**src/design/board_pkg.sv**
```systemverilog
// VGA 640x480 timing at one pixel per clk, 8x8 board of 32-pixel squares at top-left
`default_nettype none

package board_pkg;

    // ----------------------------------------------------------------------
    // Video timing in clk cycles and lines
    // ----------------------------------------------------------------------
    localparam int H_VISIBLE = 640;
    localparam int H_FRONT   = 16;
    localparam int H_SYNC    = 96;
    localparam int H_BACK    = 48;
    localparam int V_VISIBLE = 480;
    localparam int V_FRONT   = 10;
    localparam int V_SYNC    = 2;
    localparam int V_BACK    = 33;

    localparam int H_TOTAL = H_VISIBLE + H_FRONT + H_SYNC + H_BACK; // 800 cycles per line
    localparam int V_TOTAL = V_VISIBLE + V_FRONT + V_SYNC + V_BACK; // 525 lines per frame

    // ----------------------------------------------------------------------
    // Board geometry
    // ----------------------------------------------------------------------
    localparam int SQUARE_SHIFT = 5;   // 32 px squares
    localparam int BOARD_DIM    = 8;   // Squares per side
    localparam int PIECE_INSET  = 8;   // First piece offset inside square
    localparam int PIECE_SPAN   = 16;  // Piece covers offsets 8..23
    localparam int PIPE_DEPTH   = 2;   // Coordinates in to RGB out

    typedef logic [2:0] pos_t;    // Board row or column
    typedef logic [9:0] coord_t;  // Pixel row or column
    typedef logic [11:0] rgb_t;   // 4:4:4 color

    // Codes 5..7 unused, drawn as empty squares
    typedef enum logic [2:0] {
        EMPTY   = 3'd0,
        P1_MAN  = 3'd1,
        P1_KING = 3'd2,
        P2_MAN  = 3'd3,
        P2_KING = 3'd4
    } piece_t;

    // Palette
    localparam rgb_t COL_BACKGROUND = 12'h124;
    localparam rgb_t COL_LIGHT      = 12'hEDB;
    localparam rgb_t COL_DARK       = 12'h853;
    localparam rgb_t COL_P1_MAN     = 12'hD22;
    localparam rgb_t COL_P1_KING    = 12'hF9A;
    localparam rgb_t COL_P2_MAN     = 12'h22D;
    localparam rgb_t COL_P2_KING    = 12'h9CF;
    localparam rgb_t COL_CURSOR     = 12'hFF0;

endpackage

`default_nettype wire

```
**src/design/video_if.sv**
```systemverilog
// Sync and blanking from the timing generator, syncs active low, coordinates unregistered
`timescale 1ns/1ps
`default_nettype none

interface video_if
    import board_pkg::*;
();

    logic   hsync;     // Low for columns 656..751
    logic   vsync;     // Low for lines 490..491
    logic   video_on;  // Visible 640x480 area
    coord_t row;       // Current line
    coord_t col;       // Current pixel in line

    // Timing generator side
    modport src (output hsync, vsync, video_on, row, col);

    // Pixel pipeline side
    modport sink (input hsync, vsync, video_on, row, col);

endinterface

`default_nettype wire

```
**src/design/quad_decoder.sv**
```systemverilog
// One step per rising A edge, direction from B level, position wraps mod 8, no debounce
`timescale 1ns/1ps
`default_nettype none

module quad_decoder
    import board_pkg::*;
(
    input  logic clk,
    input  logic rst_n,
    input  logic enc_a,
    input  logic enc_b,
    output pos_t pos
);

    // ----------------------------------------------------------------------
    // Input synchronizers
    // ----------------------------------------------------------------------
    logic [1:0] a_sync;  // [1] is the safe copy
    logic [1:0] b_sync;
    logic       a_prev;  // Last synchronized A
    logic       a_rise;

    always_ff @(posedge clk) begin
        if (!rst_n) begin
            a_sync <= '0;
            b_sync <= '0;
            a_prev <= 1'b0;
        end else begin
            a_sync <= {a_sync[0], enc_a};
            b_sync <= {b_sync[0], enc_b};
            a_prev <= a_sync[1];
        end
    end

    assign a_rise = a_sync[1] & ~a_prev;  // Edge seen in the second sync stage

    // ----------------------------------------------------------------------
    // Position counter
    // ----------------------------------------------------------------------
    always_ff @(posedge clk) begin
        if (!rst_n) begin
            pos <= '0;
        end else if (a_rise) begin
            if (b_sync[1])
                pos <= pos - pos_t'(1);  // B high, counter-clockwise
            else
                pos <= pos + pos_t'(1);  // B low, clockwise
        end
    end

    // A position change always traces back to an A edge one cycle earlier
    a_pos_needs_edge: assert property (
        @(posedge clk) disable iff (!rst_n)
        $changed(pos) |-> $past(a_rise)
    );

endmodule

`default_nettype wire

```
**src/design/video_timing.sv**
```systemverilog
// Free-running 800x525 counters from reset, syncs and video_on decoded combinationally
`timescale 1ns/1ps
`default_nettype none

module video_timing
    import board_pkg::*;
(
    input  logic  clk,
    input  logic  rst_n,
    video_if.src  vid
);

    // ----------------------------------------------------------------------
    // Decode points
    // ----------------------------------------------------------------------
    localparam coord_t H_LAST     = coord_t'(H_TOTAL - 1);
    localparam coord_t V_LAST     = coord_t'(V_TOTAL - 1);
    localparam coord_t H_SYNC_BEG = coord_t'(H_VISIBLE + H_FRONT);  // 656
    localparam coord_t H_SYNC_END = coord_t'(H_VISIBLE + H_FRONT + H_SYNC);  // 752
    localparam coord_t V_SYNC_BEG = coord_t'(V_VISIBLE + V_FRONT);  // 490
    localparam coord_t V_SYNC_END = coord_t'(V_VISIBLE + V_FRONT + V_SYNC);  // 492
    localparam coord_t H_VIS_END  = coord_t'(H_VISIBLE);
    localparam coord_t V_VIS_END  = coord_t'(V_VISIBLE);

    coord_t h_cnt;  // Pixel in line
    coord_t v_cnt;  // Line in frame

    // ----------------------------------------------------------------------
    // Counters
    // ----------------------------------------------------------------------
    always_ff @(posedge clk) begin
        if (!rst_n) begin
            h_cnt <= '0;
            v_cnt <= '0;
        end else if (h_cnt == H_LAST) begin
            h_cnt <= '0;  // End of line
            if (v_cnt == V_LAST)
                v_cnt <= '0;  // End of frame
            else
                v_cnt <= v_cnt + coord_t'(1);
        end else begin
            h_cnt <= h_cnt + coord_t'(1);
        end
    end

    // ----------------------------------------------------------------------
    // Decode
    // ----------------------------------------------------------------------
    assign vid.col      = h_cnt;
    assign vid.row      = v_cnt;
    assign vid.hsync    = !((h_cnt >= H_SYNC_BEG) && (h_cnt < H_SYNC_END));  // Active low
    assign vid.vsync    = !((v_cnt >= V_SYNC_BEG) && (v_cnt < V_SYNC_END));
    assign vid.video_on = (h_cnt < H_VIS_END) && (v_cnt < V_VIS_END);

    // Column never leaves the line
    a_col_in_line: assert property (
        @(posedge clk) disable iff (!rst_n)
        vid.col < coord_t'(H_TOTAL)
    );

endmodule

`default_nettype wire

```
**src/design/board_state.sv**
```systemverilog
// 64-square piece store, ready only after the post-reset clear, reads registered one cycle
`timescale 1ns/1ps
`default_nettype none

module board_state
    import board_pkg::*;
(
    input  logic   clk,
    input  logic   rst_n,
    input  logic   wr_valid,
    output logic   wr_ready,
    input  pos_t   wr_col,
    input  pos_t   wr_row,
    input  piece_t wr_piece,
    input  pos_t   rd_col,
    input  pos_t   rd_row,
    output piece_t rd_piece
);

    localparam int         SQUARES  = BOARD_DIM * BOARD_DIM;
    localparam logic [5:0] CLR_LAST = 6'(SQUARES - 1);

    piece_t     mem [SQUARES];  // Index is {row, col}
    logic [5:0] clr_addr;       // Clear sequencer pointer
    logic       clearing;
    logic       wr_fire;

    // ----------------------------------------------------------------------
    // Clear sequencer
    // ----------------------------------------------------------------------
    always_ff @(posedge clk) begin
        if (!rst_n) begin
            clearing <= 1'b1;  // Starts sweeping right out of reset
            clr_addr <= '0;
        end else if (clearing) begin
            clr_addr <= clr_addr + 6'd1;
            if (clr_addr == CLR_LAST)
                clearing <= 1'b0;  // 64th square done
        end
    end

    assign wr_ready = !clearing;           // Only back-pressure is the clear
    assign wr_fire  = wr_valid && wr_ready;

    // ----------------------------------------------------------------------
    // Memory
    // ----------------------------------------------------------------------
    always_ff @(posedge clk) begin
        if (clearing)
            mem[clr_addr] <= EMPTY;
        else if (wr_fire)
            mem[{wr_row, wr_col}] <= wr_piece;  // Seen by reads from next cycle
        rd_piece <= mem[{rd_row, rd_col}];       // Registered read
    end

    // No host write lands during the sweep
    a_no_write_clearing: assert property (
        @(posedge clk) disable iff (!rst_n)
        clearing |-> !wr_fire
    );

    // Once open, the port stays open until the next reset
    a_ready_sticky: assert property (
        @(posedge clk) disable iff (!rst_n)
        wr_ready |=> wr_ready
    );

endmodule

`default_nettype wire

```
**src/design/pixel_pipe.sv**
```systemverilog
// Two-cycle pixel path, board read issued in stage 1, syncs delayed to line up with RGB
`timescale 1ns/1ps
`default_nettype none

module pixel_pipe
    import board_pkg::*;
(
    input  logic   clk,
    input  logic   rst_n,
    video_if.sink  vid,
    input  pos_t   cursor_col,
    input  pos_t   cursor_row,
    output pos_t   rd_col,
    output pos_t   rd_row,
    input  piece_t rd_piece,
    output rgb_t   rgb,
    output logic   hs,
    output logic   vs
);

    localparam coord_t     BOARD_PX = coord_t'(BOARD_DIM << SQUARE_SHIFT);  // 256
    localparam logic [4:0] OFF_LAST = 5'((1 << SQUARE_SHIFT) - 1);           // 31
    localparam logic [4:0] INSET_LO = 5'(PIECE_INSET);
    localparam logic [4:0] INSET_HI = 5'(PIECE_INSET + PIECE_SPAN - 1);

    // ----------------------------------------------------------------------
    // Stage 1: square address and flags
    // ----------------------------------------------------------------------
    logic       s1_on, s1_hs, s1_vs;
    logic       s1_in_board;
    logic       s1_parity;   // Odd c+r, dark square
    logic       s1_cursor;   // Cursor square
    logic [4:0] s1_off_x, s1_off_y;

    assign rd_col = vid.col[SQUARE_SHIFT +: $bits(pos_t)];
    assign rd_row = vid.row[SQUARE_SHIFT +: $bits(pos_t)];

    always_ff @(posedge clk) begin
        if (!rst_n) begin
            s1_on <= 1'b0;
            s1_hs <= 1'b1;
            s1_vs <= 1'b1;
        end else begin
            s1_on <= vid.video_on;
            s1_hs <= vid.hsync;
            s1_vs <= vid.vsync;
        end
    end

    always_ff @(posedge clk) begin
        s1_in_board <= (vid.col < BOARD_PX) && (vid.row < BOARD_PX);
        s1_off_x    <= vid.col[SQUARE_SHIFT-1:0];
        s1_off_y    <= vid.row[SQUARE_SHIFT-1:0];
        s1_parity   <= rd_col[0] ^ rd_row[0];
        s1_cursor   <= (rd_col == cursor_col) && (rd_row == cursor_row);
    end

    // ----------------------------------------------------------------------
    // Stage 2: layer select, piece arrives with the stage 1 flags
    // ----------------------------------------------------------------------
    rgb_t piece_rgb;
    logic has_piece;
    logic on_border;
    logic in_inset;
    rgb_t pix;

    always_comb begin
        has_piece = 1'b1;
        case (rd_piece)
            P1_MAN:  piece_rgb = COL_P1_MAN;
            P1_KING: piece_rgb = COL_P1_KING;
            P2_MAN:  piece_rgb = COL_P2_MAN;
            P2_KING: piece_rgb = COL_P2_KING;
            default: begin  // EMPTY and unused codes
                piece_rgb = COL_BACKGROUND;
                has_piece = 1'b0;
            end
        endcase
    end

    assign on_border = (s1_off_x == '0) || (s1_off_x == OFF_LAST) ||
                       (s1_off_y == '0) || (s1_off_y == OFF_LAST);
    assign in_inset  = (s1_off_x >= INSET_LO) && (s1_off_x <= INSET_HI) &&
                       (s1_off_y >= INSET_LO) && (s1_off_y <= INSET_HI);

    always_comb begin
        if (!s1_on)
            pix = '0;                   // Blanking
        else if (!s1_in_board)
            pix = COL_BACKGROUND;
        else if (s1_cursor && on_border)
            pix = COL_CURSOR;           // Cursor frame on top
        else if (has_piece && in_inset)
            pix = piece_rgb;
        else
            pix = s1_parity ? COL_DARK : COL_LIGHT;
    end

    always_ff @(posedge clk) begin
        if (!rst_n) begin
            rgb <= '0;
            hs  <= 1'b1;
            vs  <= 1'b1;
        end else begin
            rgb <= pix;
            hs  <= s1_hs;  // Same cycle as its pixel
            vs  <= s1_vs;
        end
    end

    // Blanked input gives black output one stage later
    a_blank_black: assert property (
        @(posedge clk) disable iff (!rst_n)
        !s1_on |=> (rgb == '0)
    );

endmodule

`default_nettype wire

```
**src/design/checkers_display.sv**
```systemverilog
// Board display top, all outputs registered, host writes refused for 64 cycles after reset
`timescale 1ns/1ps
`default_nettype none

module checkers_display
    import board_pkg::*;
(
    input  logic       clk,
    input  logic       rst_n,
    input  logic       enc1_a,      // Column encoder
    input  logic       enc1_b,
    input  logic       enc2_a,      // Row encoder
    input  logic       enc2_b,
    input  logic       wr_valid,
    output logic       wr_ready,
    input  pos_t       wr_col,
    input  pos_t       wr_row,
    input  logic [2:0] wr_piece,    // piece_t code
    output logic [3:0] vga_r,
    output logic [3:0] vga_g,
    output logic [3:0] vga_b,
    output logic       vga_hs,
    output logic       vga_vs,
    output pos_t       cursor_col,
    output pos_t       cursor_row
);

    video_if vid_bus ();

    pos_t   rd_col, rd_row;
    piece_t rd_piece;
    rgb_t   rgb;

    // ----------------------------------------------------------------------
    // Cursor encoders
    // ----------------------------------------------------------------------
    quad_decoder u_enc_col (.clk, .rst_n, .enc_a(enc1_a), .enc_b(enc1_b), .pos(cursor_col));
    quad_decoder u_enc_row (.clk, .rst_n, .enc_a(enc2_a), .enc_b(enc2_b), .pos(cursor_row));

    board_state u_board (
        .clk, .rst_n,
        .wr_valid, .wr_ready, .wr_col, .wr_row,
        .wr_piece (piece_t'(wr_piece)),
        .rd_col, .rd_row, .rd_piece
    );

    // ----------------------------------------------------------------------
    // Video path
    // ----------------------------------------------------------------------
    video_timing u_timing (.clk, .rst_n, .vid(vid_bus.src));

    pixel_pipe u_pipe (
        .clk, .rst_n,
        .vid        (vid_bus.sink),
        .cursor_col, .cursor_row,
        .rd_col, .rd_row, .rd_piece,
        .rgb,
        .hs         (vga_hs),
        .vs         (vga_vs)
    );

    assign vga_r = rgb[11:8];
    assign vga_g = rgb[7:4];
    assign vga_b = rgb[3:0];

endmodule

`default_nettype wire

```
**config.mk**
```make
export PLATFORM = sky130hd
export DESIGN_NAME = checkers_display
export DESIGN_NICKNAME = d
export VERILOG_FILES = /design/src/design/board_pkg.sv /design/src/design/video_if.sv /design/src/design/quad_decoder.sv /design/src/design/video_timing.sv /design/src/design/board_state.sv /design/src/design/pixel_pipe.sv /design/src/design/checkers_display.sv
export SDC_FILE = /design/constraint.sdc
export NUM_CORES = 1
export LEC_CHECK = 0
export BUFFER_PORTS_ARGS = -buffer_cell sky130_fd_sc_hd__buf_2
export CORE_MARGIN = 2
export CORE_UTILIZATION = 50
export CTS_CLUSTER_SIZE = 12
export DETAILED_ROUTE_END_ITERATION = 10
export GPL_TIMING_DRIVEN = 0
export MAX_ROUTING_LAYER = met4
export PLACE_DENSITY = 0.66
export SYNTH_ARGS = -nofsm -noshare
export SYNTH_HDL_FRONTEND = slang
export SYNTH_SLANG_ARGS = --single-unit
```
**constraint.sdc**
```tcl
create_clock -name clk -period 2.7 [get_ports clk]
set_input_delay 0.405 -clock clk [delete_from_list [all_inputs] [get_ports clk]]
set_output_delay 0.405 -clock clk [all_outputs]
set_load 0.05 [all_outputs]
```
======== After elaboration in Yosys (flattened, before gate mapping) ========
Memory sizes are Yosys's and may differ from the RTL's. A register that Yosys moved wholly into a read port is not among the register bits.
Index checks and enable logic that the tools add are counted.
Widths: inputs -> output; s select.
operators by class
  $add $sub $neg .......................... 7
  multipliers ............................. 0
  div/mod/pow operators ................... 0
  $lt $le $gt $ge ......................... 12
  equality and inequality tests ........... 11
  shift operators ......................... 0
  mux-type cells .......................... 19
  bitwise operators ....................... 8
  reduce and logical (&&, ||, !) cells .... 25
operators with widths
  kind                   count
  $pmux 12 s4            1
  $lt 10x9->1 const B    4
  $mux 12                2
  $add 10x1->10 const B  2
  $eq 10x10->1 const B   2
  $lt 10x10->1 const B   2
  $logic_and 1x1->1      11
  $mux 11                1
  $eq 5x5->1 const B     2
  $ge 10x10->1 const B   1
  $ge 10x9->1 const B    1
  $ge 5x4->1 const B     2
  $le 5x5->1 const B     2
  $logic_not 5->1        2
  $mux 10                1
  $mux 1                 9
  $mux 3                 3
  $mux 9                 1
  $reduce_or 4->1        2
  $add 3x1->3 const B    2
  $add 6x1->6 const B    1
  $eq 3x2->1 const B     2
  $eq 3x3->1             2
  $eq 6x6->1 const B     1
  13 further kinds       23
storage, ports and cells
  flip-flop bits (word level) ............. 73
  latch bits .............................. 0
  memory bits (writable) .................. 192
  memory bits (read-only) ................. 0
  input bits .............................. 16
  output and inout bits ................... 21
  word-level logic and storage cells ...... 108
  memories ................................ 1
memories
  name         depth  width  rd ports  clocked after Yosys merged registers in  wr ports  line               RTL
  u_board.mem  64     3      1         1                                        1         board_state.sv:23  piece_t mem [SQUARES];

======== Longest topological paths before layout ========
Gate-level depths: netlist (run 1).
  depth in word-level cells ............... 8
  mapped depth ............................ 8
  depth with buffers taken out ............ 6

======== Hierarchy ========
From an unflattened synthesis (run 1), not the netlist that was laid out.
unflattened totals
  cell total of the unflattened synthesis .. 731
  area, all modules ....................... 10938.0 sq um
by module, submodules not included
  module        instances  cells an instance  area each (sq um)  sequential area each (sq um)
  board_state   1          459                8262.9             5965.7
  pixel_pipe    1          104                1068.5             600.6
  video_timing  1          114                1008.5             400.4
  quad_decoder  2          27                 299.0              160.2

======== Least setup slack after synthesis (run 1) ========
OpenSTA, ideal clock, no wires.
  path kind ............................... input to register
  start ................................... in wr_valid
  end ..................................... mem u_board.mem[0][0] (netlist name) (data pin)
  library setup time ...................... 0.367 ns
  arrival ................................. 1.932 ns
  required time ........................... 2.333 ns
  setup slack ............................. 0.401 ns
  cell stages on the path ................. 4
  buffers on the path ..................... 2
  path through ............................ nor2b_1 > clkbuf_1 > clkbuf_1 > and2_1
on the way
  word-level cells in the longest chain between the ends .. 6
ends and longest elaborated chain
  element                           line                    RTL
  start: declaration                checkers_display.sv:14  input logic wr_valid,
  $logic_and 1x1->1                 board_state.sv:43       assign wr_fire = wr_valid && wr_ready;
  $mux 1                            board_state.sv:51       else if (wr_fire)
  $mux 1                            board_state.sv:49       if (clearing)
  $mux 1 (implied by the code)      board_state.sv:52       mem[{wr_row, wr_col}] <= wr_piece;
  $reduce_or 3->1 (no source line)  --
  $mux 3 (no source line)           --
  end: declaration                  board_state.sv:23
No other way between the ends.

==> results.toml, run 1 <==
[floorplanning]
core_um2 = 21600
die_x_um = 152
die_h_um = 152
pin_count = 37
initial_core_util_pct = 50.5
die-area_um2 = 23000
rows = 54

[sta]
relSlewSlack_pct = 41.7
max_clock_freq_mhz = 389
finalCritPeriodShare_pct = 95.2
slew_violations = 0
finalSetupViolations = 0
hold_viol = 0
fin_crit_ns = 2.57
finClkSkew_ns = 0.0224
rsz0062_at_grt = "no"
holdWs_ns = 0.0906
layout_setup_ws_ns = 0.129
tightest_slew_ns = 0.852

[critical_path]
crit_path_end_kind = "flop"
worst-endpoint-arrival_ns = 2.93
crit_path_max_fanout = 10
reg2reg_depth = 5
crit_chain = "clkbuf_1 > buf_1 > nor2_1 > a2111oi_0 > a311oi_1"
worst-setup-path-type = "flop to flop"
rr_endpoint = "u_board.rd_piece[1]$_DFF_P_"
cpMaxStageDelayCell = "a2111oi_0"
reg2reg_slack_ns = 0.13
cpPeakStageDelay_ns = 0.78
regToRegStartpoint = "u_timing.vid.row[5]$_SDFFE_PN0P_"
startpoint = "u_timing.vid.row[5]$_SDFFE_PN0P_"
endpoint = "u_board.rd_piece[1]$_DFF_P_"
cp.required_ns = 3.06
cp-start-kind = "flop"

[routing]
vias = 6371
remaining_drc_errors = 0
viasPerCell = 5.70
postRouteAntennaNets = 0
drtIter0Drc = 450
wire_per_inst_um = 21.1
totalWireLength_um = 23500
firstDrtPassIters = 4

[placement]
routabilityCongestion = 0.872
post-dp-hpwl_um = 15700
portBuffers = 36
pre_cts_slack_ns = 0.161
dp.cells = 1068
place_area_um2 = 11500

[yosys]
synth_top_family_by_area = "simple AND/OR/NAND/NOR gates"
synth_area_leaders = "edfxtp_1 (53%), dfxtp_1 (14%), mux4_2 (6.0%)"
synthesis.nets = 772
synth_top_flop_cell = "edfxtp_1"
synth_seq_cells = 268
syn-cell-area_um2 = 10900
seq_area_frac_synth_pct = 66.8
synth_top_area_cell = "edfxtp_1"
synthAdderAreaFrac_pct = 0.940
avgSynthCellArea_um2 = 14.6
synth-async-reset-ratio_pct = 0
synth-xor-area-share_pct = 2.97
ys_types = 53
synth_warnings = 0
synth-edff-count = 192
synth_top_area_share_pct = 52.8
synthCells = 749
synth_mux_area_share_pct = 11.6
synth_compound_area_share_pct = 3.45
yosys.area_share.simple_pct = 12.0

[status]
outcome = "finished, final reports clean"

[clock_network]
cts_root_buf = "clkbuf_16"
cts_setup_buffers = 0
ctsHoldBuffers = 0
numCtsBuffers = 27
h-tree-depth = 1
path_clk_slew_ns = 0.06
clock_path_buffers = 3
worst_skew_pair.late_latency_ns = 0.54
clkSinkCount = 268
cts_resized = 0
cts_tree = "done"

[global_routing]
gr-total-overflow = 0
grt_max_degree = 57
grt_pass1_wl_um = 35900
antenna_found_initial = 0
track_usage_pct = 21.8
first_global_vias = 6352

[final_layout]
multi_input_area_um2 = 3390
layout-drive-gt1-share_pct = 16.2
postLayoutCellArea_um2 = 12300
num_antenna_cells = 0
layout.nets = 840
seqCellArea_um2 = 7290
synthToLayoutAreaGrowth_pct = 13.1
final_cells = 1117
n_fill_cell = 1697

[pwr]
power.density_nw_per_um2 = 662
clkPwrFrac_pct = 42.4
ir_drop_mv = 0.399
p_int_uw = 6520
seq_power_share_pct = 54.2
cellLeakagePower_uw = 0.00420
combPwrFrac_pct = 3.3
power_uw = 8180
power_switching_uw = 1660
switching_share_pct = 20.3

[worst_hold_path]
hold_path_class = "primary input to flop"

[run]
drv_cap = 0
==> Yosys cell counts (all sizes together) (3+ instances only) <==
master and n:
dfxtp 76, nand4 8, mux2 9, o22ai 5
nand2b 8, a21oi 15, nor4 7, a2111oi 3
clkbuf 14, inv 15, ha 5, nand2 54
o21ai 13, nand3b 6, nand3 23, nor2 96
nor2b 11, and2 27, nor3 8, mux4 44
and4 3, buf 19, xnor2 29, and3 5
a311oi 3, edfxtp 192, o31ai 4, xor2 8
mux2i 12
==> critical path, delay by kind of cell, from the launching register on <==
family                 cells  cell delay, ns
buffers and inverters      2            1.02
AOI/OAI and AO/OA          2            0.86
DFF                        1            0.42
and+or+nand+nor            1            0.11
==> area by class of cell <==
cell class	instances	share of cell area (%)
flip-flops and latches	268	59.0
multi-input cells	433	27.4
clock buffers	47	6.58
well taps	280	2.84
repair buffers	39	2.01
plain buffers	33	1.58
inverters	15	0.456
clock inverters	2	0.111
==> cell families (layout without fill, tap and decap cells) <==
logic type	after synthesis	count (layout)
AOI/OAI and AO/OA	58	58
DFF	268	268
and+or+nand+nor	266	266
xor gates and xnor gates	37	37
buffers and inverters	48	136
adders and majority gates	7	7
muxes	65	65
==> power groups by stage <==
| stage | registers, uW | clock network (uW) | logic, uW |
|---|---|---|---|
| after floorplan | 4560 | 0 | 138 |
| after global placement | 4520 | 0 | 269 |
| after detailed placement | 4520 | 0 | 275 |
| after CTS | 4440 | 3520 | 277 |
| after global routing | 4440 | 3680 | 298 |
| final | 4430 | 3470 | 274 |
==> routing by layer <==
| metal | up-vias | wire (um) | track usage (%) |
|---|---|---|---|
| li1 | 2938 | - | - |
| met1 | 3183 | 9690 | 28.2 |
| met2 | 205 | 11700 | 36.5 |
| met3 | 45 | 1500 | 3.17 |
| met4 | 0 | 654 | 5.88 |
| met5 | - | 0 | - |
==> how the worst min path moves through the flow <==
| stage | start | to | slack, ns | cells past startpoint |
|---|---|---|---|---|
| detailed placement | u_timing.vid.row[0]$_SDFFE_PN0P_ | u_pipe.s1_off_y[0]$_DFF_P_ | 0.38 | 0 |
| global placement | u_timing.vid.row[0]$_SDFFE_PN0P_ | u_pipe.s1_off_y[0]$_DFF_P_ | 0.38 | 0 |
| floorplan | u_timing.vid.row[0]$_SDFFE_PN0P_ | u_pipe.s1_off_y[0]$_DFF_P_ | 0.37 | 0 |
| finish | enc2_a | u_enc_row.a_sync[0]$_SDFF_PN0_ | 0.09 | 2 |
| CTS | enc2_a | u_enc_row.a_sync[0]$_SDFF_PN0_ | 0.07 | 2 |
| global route | enc1_a | u_enc_col.a_sync[0]$_SDFF_PN0_ | 0.09 | 2 |
==> sequential cells by signal, indices dropped and copies added (netlist names), 2 cells and up <==
signal / flops
u_board.mem: 192
u_pipe.rgb: 12
u_timing.vid.col: 10
u_timing.vid.row: 10
u_board.clr_addr: 6
u_pipe.s1_off_x: 5
u_pipe.s1_off_y: 5
u_board.rd_piece: 3
u_enc_col.pos: 3
u_enc_row.pos: 3
u_enc_col.a_sync: 2
u_enc_col.b_sync: 2
u_enc_row.a_sync: 2
u_enc_row.b_sync: 2
==> per-stage QoR <==
stage | TNS, ns | utilization, %
floorplan | 0 | -
global placement | -127.58 | 52.9
detailed placement | 0 | 53.3
CTS | 0 | 57.1
global route | 0 | 57.1
finish | 0 | 57.1
==> placed cells by master, fill, tap and decap left out, types with 4 or more instances in the layout <==
cell / n
mux4_1: 15
clkbuf_8: 4
buf_4: 6
mux2i_1: 12
and3_1: 5
ha_1: 5
nor2_1: 96
nor2b_1: 11
mux2_2: 9
buf_2: 44
xnor2_1: 29
edfxtp_1: 192
clkbuf_1: 29
o21ai_0: 13
mux4_2: 29
o31ai_1: 4
o22ai_1: 5
nand3_1: 22
a21oi_1: 15
and2_1: 24
inv_1: 15
xor2_1: 8
nand2_1: 54
nand3b_1: 6
clkbuf_16: 28
dfxtp_1: 76
nand4_1: 8
nor3_1: 8
nand2b_1: 8
nor4_1: 6
Power figures use the tool's default switching activity.
==> run 2: changes to the inputs <==
--- a/config.mk
+++ b/config.mk
@@ -12,7 +12,7 @@
 export DETAILED_ROUTE_END_ITERATION = 10
 export GPL_TIMING_DRIVEN = 0
 export MAX_ROUTING_LAYER = met4
-export PLACE_DENSITY = 0.66
+export PLACE_DENSITY = 0.69
 export SYNTH_ARGS = -nofsm -noshare
 export SYNTH_HDL_FRONTEND = slang
 export SYNTH_SLANG_ARGS = --single-unit
==> constraint.sdc (replaced) <==
create_clock -name clk -period 2.1 [get_ports clk]
set_input_delay 0.315 -clock clk [delete_from_list [all_inputs] [get_ports clk]]
set_output_delay 0.315 -clock clk [all_outputs]
set_load 0.05 [all_outputs]
==> results.toml, run 2 (synthesized netlist as in run 1, its figures left out) <==
[routing]
postRouteAntennaNets = 0
viasPerCell = 5.82
vias = 6662
drtIter0Drc = 539
wire_per_inst_um = 21.5
firstDrtPassIters = 6
remaining_drc_errors = 0
totalWireLength_um = 24600

[placement]
routabilityCongestion = 0.906
pre_cts_slack_ns = -0.511
portBuffers = 36
dp.cells = 1065
post-dp-hpwl_um = 15600

[sta]
rsz0062_at_grt = "yes"
finalCritPeriodShare_pct = 100
finClkSkew_ns = 0.0208
tns_ns = -0.00435
fin_crit_ns = 2.10
finalSetupViolations = 1
max_clock_freq_mhz = 475
relSlewSlack_pct = 53.1
slew_violations = 0
layout_setup_ws_ns = -0.00435
tightest_slew_ns = 0.704
hold_viol = 0
holdWs_ns = 0.231

[pwr]
p_int_uw = 8480
switching_share_pct = 20.7
seq_power_share_pct = 53.4
combPwrFrac_pct = 3.9
power_switching_uw = 2210
ir_drop_mv = 0.888
power.density_nw_per_um2 = 817
clkPwrFrac_pct = 42.7
cellLeakagePower_uw = 0.00444

[critical_path]
reg2reg_slack_ns = -0.004
regToRegStartpoint = "u_timing.vid.col[5]$_SDFF_PP0_"
cp.required_ns = 2.45
cp-start-kind = "flop"
worst-setup-path-type = "flop to flop"
crit_path_max_fanout = 5
reg2reg_depth = 8
rr_endpoint = "u_board.rd_piece[1]$_DFF_P_"
crit_path_end_kind = "flop"
crit_chain = "buf_6 > buf_8 > buf_12 > mux4_2 > mux2i_2 > mux2i_1 > mux2i_1 > a311oi_1"
cpMaxStageDelayCell = "mux4_2"
path_common_cell = "mux2i_1"
worst-endpoint-arrival_ns = 2.45
cpPeakStageDelay_ns = 0.51

[clock_network]
worst_skew_pair.late_latency_ns = 0.54
numCtsBuffers = 28
cts_tree = "done"
path_clk_slew_ns = 0.06
cts_root_buf = "clkbuf_16"
h-tree-depth = 1
clkSinkCount = 268
clock_path_buffers = 3

[final_layout]
synthToLayoutAreaGrowth_pct = 19.9
final_common_cell = "edfxtp_1"
final_cells = 1145
layout.nets = 871
layout-drive-gt1-share_pct = 31.7
largest_register_ffs = 192
largest-register = "u_board.mem"
reg_top3 = "u_board.mem: 192 flops, u_pipe.rgb: 12 flops"
final_util_pct = 60.5
num_antenna_cells = 0
n_fill_cell = 1623
layout_common_cells = "edfxtp_1 (192), dfxtp_1 (74), nor2_2 (57)"

[global_routing]
grt_pass1_wl_um = 36800
gr-total-overflow = 0
track_usage_pct = 22.1
antenna_found_initial = 0
first_global_vias = 6542
grt_max_degree = 65

[floorplanning]
die-area_um2 = 23000
initial_core_util_pct = 50.5
die_h_um = 152
rows = 54
pin_count = 37
die_x_um = 152
core_um2 = 21600

[status]
outcome = "complete, but fails checks"
violations = "negative setup slack"

[worst_hold_path]
hold_start = "rst_n"
holdPathStages = 3
hold_path_class = "primary input to flop"
hold-path-endpoint = "u_pipe.s1_on$_SDFF_PN0_"

[run]
drv_cap = 0
## run 2: cell type report
| type | instances | area, um2 | share of cell area [%] |
|---|---|---|---|
| Multi-Input combinational cell | 433 | 3780 | 28.9 |
| Buffer | 33 | 284 | 2.17 |
| Tap cell | 280 | 350 | 2.68 |
| Inverter | 15 | 56.3 | 0.430 |
| Clock inverter | 3 | 18.8 | 0.143 |
| Sequential cell | 268 | 7290 | 55.7 |
| Timing Repair Buffer | 69 | 479 | 3.66 |
| Clock buffer | 44 | 823 | 6.29 |
## run 2: how the worst max path moves through the flow
stage,from,end,slack (ns),cells after the start
floorplan,u_enc_col.pos[0]$_SDFFE_PN0P_,u_enc_col.pos[2]$_SDFFE_PN0P_,0.24,6
global placement,u_timing.vid.col[6]$_SDFF_PP0_,u_board.rd_piece[0]$_DFF_P_,-0.43,8
detailed placement,wr_valid,u_board.mem[2][0]$_DFFE_PP_,-0.51,5
CTS,u_board.clearing$_SDFF_PN1_,u_board.mem[13][0]$_DFFE_PP_,-0.19,5
global route,u_timing.vid.col[5]$_SDFF_PP0_,u_board.rd_piece[1]$_DFF_P_,-0.02,6
finish,u_timing.vid.col[5]$_SDFF_PP0_,u_board.rd_piece[1]$_DFF_P_,-0.004,8
## run 2: worst max-delay path: cells and delay by family (launching register included)
family	cells	cell delay [ns]
AO/OA/AOI/OAI	1	0.14
buffers and inverters	3	0.37
flip-flops	1	0.32
multiplexers	4	1.09
## run 2: power by group through the flow
| stage | clock network [uW] | logic (uW) | registers (uW) |
|---|---|---|---|
| finish | 4570 | 420 | 5700 |
| floorplan | 0 | 178 | 5870 |
| global route | 4830 | 451 | 5710 |
| global placement | 0 | 341 | 5810 |
| CTS | 4620 | 371 | 5700 |
| detailed placement | 0 | 352 | 5810 |
## run 2: what timing repair did
action / CTS / global route
gates cloned: 0 / 1
buffers inserted: 0 / 28
endpoints found under the setup margin: 387 / 203
endpoints found under the hold margin: 4 / 0
pin swaps: 3 / 9
hold buffers: 4 / 0
gates resized for setup: 61 / 110
## run 2: metal layers
metal  vias up  track usage (%)  wire length [um]
li1       2999                -                 -
met1      3329             27.9              9850
met2       276             36.6             12400
met3        58             4.43              1620
met4         0             6.53               659
met5         -                -                 0
## run 2: through the flow
stage	power, uW	area, um2
after floorplan	6050	10900
after global placement	6150	11400
after detailed placement	6170	11400
after CTS	10700	12500
after global routing	11000	13100
final	10700	13100
==> run 3: changes to the inputs <==
--- a/config.mk
+++ b/config.mk
@@ -8,6 +8,7 @@
 export BUFFER_PORTS_ARGS = -buffer_cell sky130_fd_sc_hd__buf_2
 export CORE_MARGIN = 2
 export CORE_UTILIZATION = 50
+export CTS_CLUSTER_DIAMETER = 120
 export CTS_CLUSTER_SIZE = 12
 export DETAILED_ROUTE_END_ITERATION = 10
 export GPL_TIMING_DRIVEN = 0
@@ -15,4 +16,5 @@
 export PLACE_DENSITY = 0.69
 export SYNTH_ARGS = -nofsm -noshare
 export SYNTH_HDL_FRONTEND = slang
+export SYNTH_HIERARCHICAL = 1
 export SYNTH_SLANG_ARGS = --single-unit
==> results.toml, run 3 <==
[status]
outcome = "complete, but fails checks"
violations = "negative setup slack"

[critical_path]
worst-setup-path-type = "flop to flop"
cpMaxStageDelayCell = "or4b_4"
crit_path_max_fanout = 3
crit_chain = "buf_6 > or4b_4 > buf_6 > or4_4 > or4_4 > a21oi_2"
cp.required_ns = 2.56
cpPeakStageDelay_ns = 0.54
critPathTopFamily = "simple AND/OR/NAND/NOR gates"
crit_path_end_kind = "flop"
worst-endpoint-arrival_ns = 2.65
cp-start-kind = "flop"
path_buf_inv = 2

[run]
drv_cap = 0

[sta]
holdWs_ns = 0.258
fin_crit_ns = 2.19
relSlewSlack_pct = 55.3
rsz0062_at_grt = "yes"
max_clock_freq_mhz = 456
tightest_slew_ns = 0.670
slew_violations = 0
layout_setup_ws_ns = -0.0936
finClkSkew_ns = 0.0144
finalSetupViolations = 4
finalCritPeriodShare_pct = 104
hold_viol = 0

[routing]
vias = 6543
viasPerCell = 5.86
drtIter0Drc = 556
remaining_drc_errors = 0
totalWireLength_um = 24600
wire_per_inst_um = 22.1
firstDrtPassIters = 5
postRouteAntennaNets = 0

[final_layout]
n_fill_cell = 1589
synthToLayoutAreaGrowth_pct = 19.9
layout-drive-gt1-share_pct = 35.2
num_antenna_cells = 0
reg_top3 = "u_board/mem: 192 flops, u_pipe/rgb: 12 flops"
final_common_cell = "edfxtp_1"
multi_input_area_um2 = 3950
layout_common_cells = "edfxtp_1 (192), dfxtp_1 (72), mux4_2 (51)"
final_util_pct = 60.6
seqCellArea_um2 = 7290
layout.nets = 842
largest-register = "u_board/mem"
largest_register_ffs = 192

[yosys]
synth_top_area_cell = "edfxtp_1"
synthCells = 731
synthesis.nets = 755
ys_types = 59
synth_area_leaders = "edfxtp_1 (53%), dfxtp_1 (14%), mux4_2 (11%)"
synth_warnings = 6
yosys-top-cells-count = "edfxtp_1 (192), nor2_1 (85), dfxtp_1 (76)"
synth_seq_cells = 268
yosysMostFrequentCell = "edfxtp_1"
synth-edff-count = 192
synth-async-reset-ratio_pct = 0
avgSynthCellArea_um2 = 15.0
seq_area_frac_synth_pct = 66.6
synth_top_area_share_pct = 52.7
syn-cell-area_um2 = 10900
synth_top_flop_cell = "edfxtp_1"

[global_routing]
grt_pass1_wl_um = 38300
gr-total-overflow = 0
antenna_found_initial = 0
grt_max_degree = 65
first_global_vias = 6563
track_usage_pct = 22.0

[pwr]
power_switching_uw = 2190
ir_drop_mv = 0.662
switching_share_pct = 21.2
combPwrFrac_pct = 4.3
power.density_nw_per_um2 = 787
p_int_uw = 8130
clkPwrFrac_pct = 40.4
cellLeakagePower_uw = 0.00441
seq_power_share_pct = 55.3

[clock_network]
cts_root_buf = "clkbuf_16"
cts_tree = "done"
clkSinkCount = 268
clock_path_buffers = 3
numCtsBuffers = 26
worst_skew_pair.late_latency_ns = 0.54
h-tree-depth = 1
path_clk_slew_ns = 0.06

[placement]
post-dp-hpwl_um = 15200
portBuffers = 36
routabilityCongestion = 0.886

[floorplanning]
die-area_um2 = 23100
initial_core_util_pct = 50.6
rows = 54
core_um2 = 21600
die_x_um = 152
pin_count = 37
die_h_um = 152

[worst_hold_path]
hold_path_class = "primary input to flop"
-- run 3: cell type report --
class	count	area share [%]
clock buffer	44	5.48
sequential	268	55.6
tap	280	2.67
timing repair buffer	63	3.35
multi-input combinational	416	30.2
clock inverter	2	0.191
buffer	25	2.01
inverter	18	0.515
-- run 3: per-layer routing --
layer,GRT usage (%),wire length (um)
met1,28.4,10000
met2,36.4,12600
met3,3.48,1430
met4,6.28,558
met5,-,0
-- run 3: worst register-to-register path, delay by kind of cell (launching register included) --
kind / cells / cell delay (ns)
AND/OR/NAND/NOR: 3 / 1.40
AO/OA/AOI/OAI: 1 / 0.12
flip-flops: 1 / 0.36
buffers and inverters: 2 / 0.25
-- run 3: worst paths after layout --
kind / startpoint / endpoint / slack (ns) / depth (start not counted)
worst max-delay path: u_timing/vid.col[5]$_SDFF_PP0_ / u_timing/vid.row[8]$_SDFFE_PN0N_ / -0.09 / 6
worst min register to register: u_pipe/s1_vs$_SDFF_PN1_ / u_pipe/vs$_SDFF_PN1_ / 0.41 / 1
worst min-delay path: rst_n / u_board/clearing$_SDFF_PN1_ / 0.26 / 2
worst max register to register: u_timing/vid.col[5]$_SDFF_PP0_ / u_timing/vid.row[8]$_SDFFE_PN0N_ / -0.09 / 6
-- run 3: power groups by stage --
stage	Sequential, uW	Combinational (uW)	Clock (uW)
5_1_grt	5710	473	4490
6_report	5700	442	4170
4_1_cts	5700	415	4260
2_1_floorplan	5870	181	0
3_5_place_dp	5820	361	0
3_3_place_gp	5810	353	0
-- run 3: logic make-up (layout without fill, tap and decap cells) --
group | after synthesis | count (layout) | share of synthesized area (%)
buffers and inverters | 47 | 152 | 2.25
DFF | 268 | 268 | 66.6
adders and majority gates | 8 | 8 | 1.05
and+or+nand+nor | 238 | 238 | 10.9
muxes | 73 | 73 | 12.5
xor gates and xnor gates | 32 | 32 | 2.56
AOI/OAI and AO/OA | 65 | 65 | 4.06
-- run 3: what timing repair did --
action | in CTS | in global routing
hold buffers | 4 | 0
pin swaps | 8 | 11
resized for setup | 130 | 69
setup endpoints to repair | 397 | 198
hold endpoints to repair | 4 | 0
cloned | 1 | 1
buffers inserted | 17 | 4
-- run 3: stage by stage --
| step | instances | cell area, um2 | setup WS [ns] | setup TNS, ns | total power (uW) |
|---|---|---|---|---|---|
| 2_1_floorplan | 731 | 10900 | 0.0117 | 0 | 6050 |
| 3_3_place_gp | 1047 | 11500 | -0.777 | -68.15 | 6170 |
| 3_5_place_dp | 1047 | 11500 | -0.746 | -131.19 | 6180 |
| 4_1_cts | 1112 | 12800 | -0.126 | -1.42 | 10400 |
| 5_1_grt | 1116 | 13100 | -0.138 | -0.859 | 10700 |
| 6_report | 1116 | 13100 | -0.0936 | -0.269 | 10300 |
